$ cat src/common/hdc_pkg.sv
package hdc_pkg;

    // ------------------------------------------------------------
    // sizes
    // ------------------------------------------------------------
    localparam int CORE_COUNT = 4;
    localparam int DIM        = 64;
    localparam int ITEM_DEPTH = 64;
    // one core's slice of an input beat
    localparam int WORD_W     = 16;
    // signed bundling counter, round limited to 127 words
    localparam int COUNT_W    = 8;
    localparam int IDX_W      = $clog2(ITEM_DEPTH);
    localparam int CORE_IDX_W = $clog2(CORE_COUNT);

    // ------------------------------------------------------------
    // vector types
    // ------------------------------------------------------------
    typedef logic [31:0]                  axil_word_t;
    typedef logic [CORE_COUNT*WORD_W-1:0] axis_word_t;
    typedef logic [31:0]                  rng_t;
    typedef logic [DIM-1:0]               hv_t;
    typedef logic [IDX_W-1:0]             item_idx_t;
    // 0 to ITEM_DEPTH entries
    typedef logic [IDX_W:0]               item_count_t;
    typedef logic signed [COUNT_W-1:0]    count_t;
    typedef logic [CORE_IDX_W-1:0]        core_idx_t;

    // xorshift32 start value, reloaded on every gen start
    localparam rng_t GEN_SEED = 32'h2545f491;

    // register map, byte offsets
    localparam axil_word_t REG_MODE       = 32'h0000_0000;
    localparam axil_word_t REG_ITEM_COUNT = 32'h0000_0004;

    // ------------------------------------------------------------
    // bundles
    // ------------------------------------------------------------
    // one core's share of an input beat
    typedef struct packed {
        logic      strobe;
        logic      last;
        item_idx_t idx;
    } lane_cmd_t;

    // broadcast write into every item memory
    typedef struct packed {
        logic      en;
        item_idx_t addr;
        hv_t       data;
    } item_wr_t;

    typedef enum logic [2:0] {
        ST_IDLE,
        ST_AW_SEEN,
        ST_W_SEEN,
        ST_WRITE_RESP,
        ST_READ_ADDR,
        ST_READ_DATA
    } axil_state_t;

endpackage

$ cat src/hw/result_serializer.sv
`timescale 1ns/10ps

module result_serializer (
    input  logic                                   S_AXI_ACLK,
    input  logic                                   S_AXI_ARESETN,
    input  hdc_pkg::hv_t [hdc_pkg::CORE_COUNT-1:0] results,
    input  logic                                   result_valid,
    input  logic                                   M_AXIS_TREADY,
    output hdc_pkg::hv_t                           M_AXIS_TDATA,
    output logic                                   M_AXIS_TVALID,
    output logic                                   M_AXIS_TLAST,
    output logic                                   drain_done
);
    import hdc_pkg::*;

    hv_t [CORE_COUNT-1:0] held;
    // core now on the bus
    core_idx_t            ptr;
    logic                 tvalid;
    logic                 at_end;
    logic                 handshake;

    assign at_end        = (ptr == core_idx_t'(CORE_COUNT - 1));
    assign handshake     = tvalid && M_AXIS_TREADY;
    assign M_AXIS_TVALID = tvalid;
    assign M_AXIS_TDATA  = held[ptr];
    assign M_AXIS_TLAST  = tvalid && at_end;

    always_ff @(posedge S_AXI_ACLK) begin
        if (!S_AXI_ARESETN) begin
            held       <= '0;
            ptr        <= '0;
            tvalid     <= 1'b0;
            drain_done <= 1'b0;
        end else begin
            drain_done <= 1'b0;
            if (result_valid) begin
                // all cores finish on the same edge
                held   <= results;
                ptr    <= '0;
                tvalid <= 1'b1;
            end else if (handshake) begin
                if (at_end) begin
                    tvalid     <= 1'b0;
                    ptr        <= '0;
                    drain_done <= 1'b1;
                end else begin
                    ptr <= ptr + 1'b1;
                end
            end
        end
    end

endmodule

$ cat config.mk
export PLATFORM = sky130hd
export DESIGN_NAME = result_serializer
export DESIGN_NICKNAME = d
export VERILOG_FILES = /design/src/common/hdc_pkg.sv /design/src/hw/result_serializer.sv
export SDC_FILE = /design/constraint.sdc
export NUM_CORES = 1
export LEC_CHECK = 0
export ABC_AREA = 1
export BUFFER_PORTS_ARGS = -buffer_cell sky130_fd_sc_hd__buf_2
export CORE_UTILIZATION = 57
export DETAILED_ROUTE_END_ITERATION = 12
export PLACE_DENSITY = 0.86
export SLEW_MARGIN = 20
export SYNTH_ARGS = -nofsm -noshare
export SYNTH_HDL_FRONTEND = slang
export SYNTH_SLANG_ARGS = --single-unit
$ cat constraint.sdc
create_clock -name S_AXI_ACLK -period 3.1 [get_ports S_AXI_ACLK]
set_input_delay 0.775 -clock S_AXI_ACLK [delete_from_list [all_inputs] [get_ports S_AXI_ACLK]]
set_output_delay 0.775 -clock S_AXI_ACLK [all_outputs]
set_load 0.005 [all_outputs]
==> qor.yml, run 1 <==
run_status:
  status: "complete, no violations"
global_route:
  grtUsageMet3: 0.0549
  grt-ovfl-total: 0
  grt_pass1_wl_mm: 54.6
  grtUsageMet1: 0.374
  grtUsageTotal: 0.304
  grt_use_met2: 0.515
  grt_max_degree: 131
  antenna_found_initial: 7
  grt.busiest_layer: "met2"
  first_global_vias: 11800
die:
  die_height_um: 148
  rows: 52
  coreArea_um2: 20600
  dieArea_um2: 21800
  die_x_um: 148
  num_io_pins: 327
  start_util: 0.589
cells_and_area:
  drive_gt1_frac: 0.190
  stdcell_area_um2: 14500
  areaGrowthSynthToFinish_pct: 19.9
  n_fill_cell: 1759
  fin_nets: 2394
yosys:
  yosysSeqAreaShare: 0.430
  post_synth.cell_area_avg_um2: 6.44
  async_flop_share: 0
  yosysUniqueCellTypes: 19
  synth_edf_count: 0
  ys_seq_elements: 260
  yosys_warnings: 0
  syn_inst: 1882
  synth_top_flop_cell: "dfxtp_1"
  syn-num-nets: 2143
  synth.top_cell.area_share: 0.430
  yosys-top-cells-area: "dfxtp_1, nor2_1, nand2_1"
  synth_top_area_cell: "dfxtp_1"
  syn_area_um2: 12100
clock_network:
  insertion_delay_ps: 510
  h-tree-depth: 1
  cts_sinks: 260
  cts_tree: "built"
  post-cts-setup-buffers: 0
  clk_pin_slew_ps: 60
  hold_buffers: 0
  cts-root-buf: "clkbuf_16"
  cts_resized: 0
  cts_buffer_depth: 3
  cts_made_buffers: 27
critical_path:
  cp_max_fo: 42
  cp-end-kind: "output pin"
  required_ps: 2320
  critPathKind: "register to output pin"
  crit_arrival_ps: 1960
  crit_path_start_kind: "register"
power_and_ir_drop:
  p_per_area_nw_per_um2: 552
  p_leak_uw: 0.00758
  max-vdd-ir-drop_mv: 0.377
placement:
  numPortBuffers: 326
  dpl.hpwl_mm: 21.8
  post_dp_cell_area_um2: 13600
  place_congestion: 0.927
timing:
  clock.fmax_mhz: 365
  post-route-min-period_ps: 2740
  finalHoldViolations: 0
  final_max_slew_viol_count: 0
  tightestPinTransition_ps: 617
  max_slew_margin: 0.589
  finalSetupViolCount: 0
  rsz0062_at_grt: "false"
  post-route-period-util: 0.883
  tns_ps: 0
  fin_skew_ps: 3.85
drt:
  ant_nets: 0
  routedWlPerCell_um: 14.0
  drt_iter0_markers: 764
  dr.pass1.iters: 5
  drc: 0
  drt-vias-per-instance: 5.08
  routed_wl_mm: 33.9
  vias: 12300
run:
  max-cap-violations: 0
hold_path:
  hold_class: "primary input to register"
kinds of logic (layout without fill, tap and decap cells):
kind of cell	after synthesis	count (layout)	synth area share
and+or+nand+nor	976	976	0.318
buffers and inverters	388	659	0.146
DFF	260	260	0.430
AOI/OAI and AO/OA	257	257	0.106
adders and majority gates	1	1	0.00103
other	0	4	0
cell usage after synthesis (2+ instances only):
master	n
nor2_1	509
nand2_1	329
dfxtp_1	260
inv_1	260
o21ai_0	230
nand3_1	128
clkbuf_1	53
buf_2	32
o21ai_1	26
buf_6	25
nor2_2	10
buf_1	7
buf_8	4
buf_4	3
clkbuf_2	2
state kept, by name (all words and copies together), names as in the netlist:
register / flops
M_AXIS_TVALID: 1
drain_done: 1
held: 256
ptr: 2
power by group:
part	total (µW)	leakage, µW	switching [µW]	internal, µW
clock	3270	0.000449	1300	1970
combinational	1060	0.00497	625	434
sequential	3680	0.00216	110	3570
total	8020	0.00758	2040	5980
cell type report:
class                           instances  area [µm²]  area share
Sequential cell                       260        5210       0.359
Clock buffer                           43         857      0.0590
Timing Repair Buffer                  349        1920       0.132
Antenna cell                            4        10.0    0.000689
Multi-Input combinational cell       1234        5150       0.354
Inverter                              261         990      0.0681
Tap cell                              270         338      0.0233
Clock inverter                          6        60.1     0.00413
metrics by stage:
step	power (µW)	hold WS (ps)	worst slack, ps	std cells	util
after floorplan	4390	453	1350	1882	-
after global placement	4760	466	947	2374	0.662
after detailed placement	4790	471	908	2374	0.662
after CTS	8050	456	344	2423	0.706
after global routing	8370	472	225	2427	0.707
final	8020	469	363	2427	0.707
metal layers:
layer / vias up / routed length, µm
li1: 6196 / -
met1: 5472 / 14000
met2: 546 / 15800
met3: 100 / 2870
met4: 6 / 1230
met5: - / 39
cells in the final DEF (no fill, tap or decap), types with 15 or more instances in the layout:
master,netlist,final
o21ai_1,26,26
nand2_1,329,329
buf_4,3,15
nor2_1,509,509
inv_1,260,258
nand3_1,128,128
buf_2,32,324
dfxtp_1,260,258
clkbuf_16,0,28
o21ai_0,230,230
worst paths after layout:
kind	cells after the start	slack, ps	end	start
max reg2reg	5	1640	ptr[0]$_SDFFE_PP0P_	ptr[0]$_SDFFE_PP0P_
max	6	360	M_AXIS_TDATA[32]	ptr[0]$_SDFFE_PP0P_
min	3	470	held[51]$_SDFFE_PN0P_	results[51]
min reg2reg	2	480	held[181]$_SDFFE_PN0P_	held[181]$_SDFFE_PN0P_
worst max-delay path, stage by stage, from the launching register on:
cell and delay, ps:
dfxtp_4 360, inv_4 380, buf_4 330, nand2_1 90, nand3_1 90, nand2_1 70
buf_2 120
Note: power is estimated with default switching activity, not from simulation.
==> run 2, diff against run 1 <==
--- a/config.mk
+++ b/config.mk
@@ -7,9 +7,9 @@
 export LEC_CHECK = 0
 export ABC_AREA = 1
 export BUFFER_PORTS_ARGS = -buffer_cell sky130_fd_sc_hd__buf_2
-export CORE_UTILIZATION = 57
+export CORE_UTILIZATION = 48
 export DETAILED_ROUTE_END_ITERATION = 12
-export PLACE_DENSITY = 0.86
+export PLACE_DENSITY = 0.77
 export SLEW_MARGIN = 20
 export SYNTH_ARGS = -nofsm -noshare
 export SYNTH_HDL_FRONTEND = slang
==> constraint.sdc (replaced) <==
create_clock -name S_AXI_ACLK -period 2.3 [get_ports S_AXI_ACLK]
set_input_delay 0.575 -clock S_AXI_ACLK [delete_from_list [all_inputs] [get_ports S_AXI_ACLK]]
set_output_delay 0.575 -clock S_AXI_ACLK [all_outputs]
set_load 0.005 [all_outputs]
==> run 2 against run 1 <==
The run now ends with setup timing left. Register-to-register slack got worse by 570 ps. Count of clock-buffer cells in the layout increased by 4. Final cell count rose by 3.2%. Sequential share of layout area shrank 1.2 points. Critical path depth unchanged. Global-route usage down 4.6 points. Non-clock buffer count grew 13.
==> qor.yml, run 2 (synthesized netlist as in run 1, its figures left out) <==
run_status:
  status: "finished, violations left"  # was complete, no violations
  violations: "setup timing"
power_and_ir_drop:
  intPower_uw: 8290  # was 5980 µW
  p_seq_frac: 0.445  # was 0.460
  switching_share: 0.257  # was 0.254
  p_leak_uw: 0.00777  # was 0.00758 µW
  p_per_area_nw_per_um2: 742  # was 552 nW/µm²
  power_uw: 11200  # was 8020 µW
  switchingPower_uw: 2860  # was 2040 µW
  max-vdd-ir-drop_mv: 0.548  # was 0.377 mV
  comb_power_share: 0.131  # was 0.132
  clkPwrFrac: 0.424  # was 0.408
timing:
  holdWs_ps: 247  # was 469 ps
  clock.fmax_mhz: 427
  finalHoldViolations: 0  # unchanged
  final_max_slew_viol_count: 0  # unchanged
  fin_skew_ps: 4.01  # was 3.85 ps
  tns_ps: -48.8  # was 0 ps
  max_slew_margin: 0.675  # was 0.589
  tightestPinTransition_ps: 487  # was 617 ps
  post-route-min-period_ps: 2340
  rsz0062_at_grt: "true"  # was false
  finalSetupViolCount: 3  # was 0
  worst_slack_ps: -41.0  # was 363 ps
  post-route-period-util: 1.02
cells_and_area:
  largestRegisters: "held (256), ptr (2)"  # unchanged
  largest_reg_flops: 256  # unchanged
  stdcell_area_um2: 15000  # was 14500 µm²
  areaGrowthSynthToFinish_pct: 24.1  # was 19.9%
  stdcell_count: 2504  # was 2427
  fin_nets: 2410  # was 2394
  regMostFlops: "held"  # unchanged
  final_common_cell: "nor2_1"  # unchanged
  drive_gt1_frac: 0.195  # was 0.190
  layout_common_cells: "nor2_1, nand2_1, buf_2"  # unchanged
critical_path:
  cpPeakStageDelay_ps: 400  # was 380 ps
  path_depth: 6  # unchanged
  cp_slowest_cell: "dfxtp_4"  # was inv_4
  cp_max_fo: 21  # was 42
  required_ps: 1730  # was 2320 ps
  crit_chain: "buf_4 > clkbuf_16 > nand2_1 > nand3_1 > nand2_1 > buf_2"  # was inv_4 > buf_4 > nand2_1 > nand3_1 > nand2_1 > buf_2
  crit_path_start_kind: "register"  # unchanged
  crit_family: "buffers and inverters"  # unchanged
  critPathKind: "register to output pin"  # unchanged
  cp-end-kind: "output pin"  # unchanged
  crit_arrival_ps: 1770  # was 1960 ps
  reg2reg_depth: 5  # unchanged
  worst-path-buf-inv: 3  # unchanged
  crit_top_cell: "nand2_1"  # unchanged
hold_path:
  min_path_cells: 3  # unchanged
  hold_class: "primary input to register"  # unchanged
global_route:
  antenna_found_initial: 8  # was 7
  grt.busiest_layer: "met2"  # unchanged
  grtUsageMet1: 0.329  # was 0.374
  grt_pass1_wl_mm: 55.3  # was 54.6 mm
  grt_max_degree: 121  # was 131
  first_global_vias: 11600  # was 11800
  grt-ovfl-total: 0  # unchanged
  grtUsageMet3: 0.0473  # was 0.0549
  grtUsageTotal: 0.258  # was 0.304
  grt_use_met2: 0.435  # was 0.515
die:
  coreArea_um2: 24500  # was 20600 µm²
  rows: 57  # was 52
  start_util: 0.494  # was 0.589
  die_height_um: 161  # was 148 µm
  dieArea_um2: 25900  # was 21800 µm²
  die_x_um: 161  # was 148 µm
  num_io_pins: 327  # unchanged
clock_network:
  h-tree-depth: 1  # unchanged
  clk_pin_slew_ps: 60  # about the same
  hold_buffers: 0  # unchanged
  insertion_delay_ps: 540  # was 510 ps
  cts-root-buf: "clkbuf_16"  # unchanged
  cts_made_buffers: 30  # was 27
  cts_buffer_depth: 3  # unchanged
  cts_sinks: 260  # unchanged
  cts_tree: "built"  # unchanged
drt:
  ant_nets: 0  # unchanged
  drt-vias-per-instance: 4.93  # was 5.08
  drt_iter0_markers: 1091  # was 764
  drc: 0  # unchanged
  routed_wl_mm: 35.4  # was 33.9 mm
  routedWlPerCell_um: 14.1  # was 14.0 µm
  vias: 12300  # about the same
  dr.pass1.iters: 5  # unchanged
placement:
  post-place-cells: 2429  # was 2374
  post_dp_cell_area_um2: 13800  # was 13600 µm²
  numPortBuffers: 326  # unchanged
  place_congestion: 0.890  # was 0.927
  dpl.hpwl_mm: 21.5  # was 21.8 mm
run:
  max-cap-violations: 0  # unchanged
-- run 2: layer usage --
layer  vias to the layer above  wire, µm
met5                         -        13
met4                         2      1030
met3                        67      2600
met2                       448     16500
met1                      5580     15200
li1                       6236         -
-- run 2: power by group through the flow --
stage                     logic [µW]  clock network [µW]  registers, µW
after floorplan                  897                   0           5020
after global placement          1380                   0           5050
after detailed placement        1400                   0           5060
after CTS                       1440                4790           4970
after global routing            1660                4980           5000
final                           1460                4730           4970
-- run 2: what timing repair did --
item | 4_1_cts | 5_1_grt
gates cloned | 2 | 4
pin swaps | 0 | 1
setup buffers | 0 | 6
gates resized for setup | 10 | 9
setup endpoints to repair | 65 | 63
-- run 2: final cells by class --
class	instances	area (µm²)
well taps	324	405
multi-input cells	1234	5160
repair buffers	362	2250
clock buffers	47	886
inverters	261	1000
fillers	2293	9500
flip-flops and latches	260	5210
clock inverters	9	95.1
diodes	7	17.5
-- run 2: worst paths after layout --
check	endpoint	from	slack (ps)
max	M_AXIS_TDATA[31]	ptr[0]$_SDFFE_PP0P_	-40
min	held[13]$_SDFFE_PN0P_	results[13]	250
min reg2reg	held[68]$_SDFFE_PN0P_	held[68]$_SDFFE_PN0P_	480
max reg2reg	drain_done$_SDFF_PP0_	ptr[0]$_SDFFE_PP0P_	1070
-- run 2: tightest hold or removal path: cells and delay by family --
kind | cells | cell delay, ps
and+or+nand+nor | 2 | 110
buffers and inverters | 1 | 80
-- run 2: through the flow --
step	setup WS, ps	utilization
final	-41.0	0.613
after detailed placement	462	0.561
after floorplan	753	-
after global routing	-76.4	0.613
after CTS	-35.8	0.605
after global placement	483	0.561
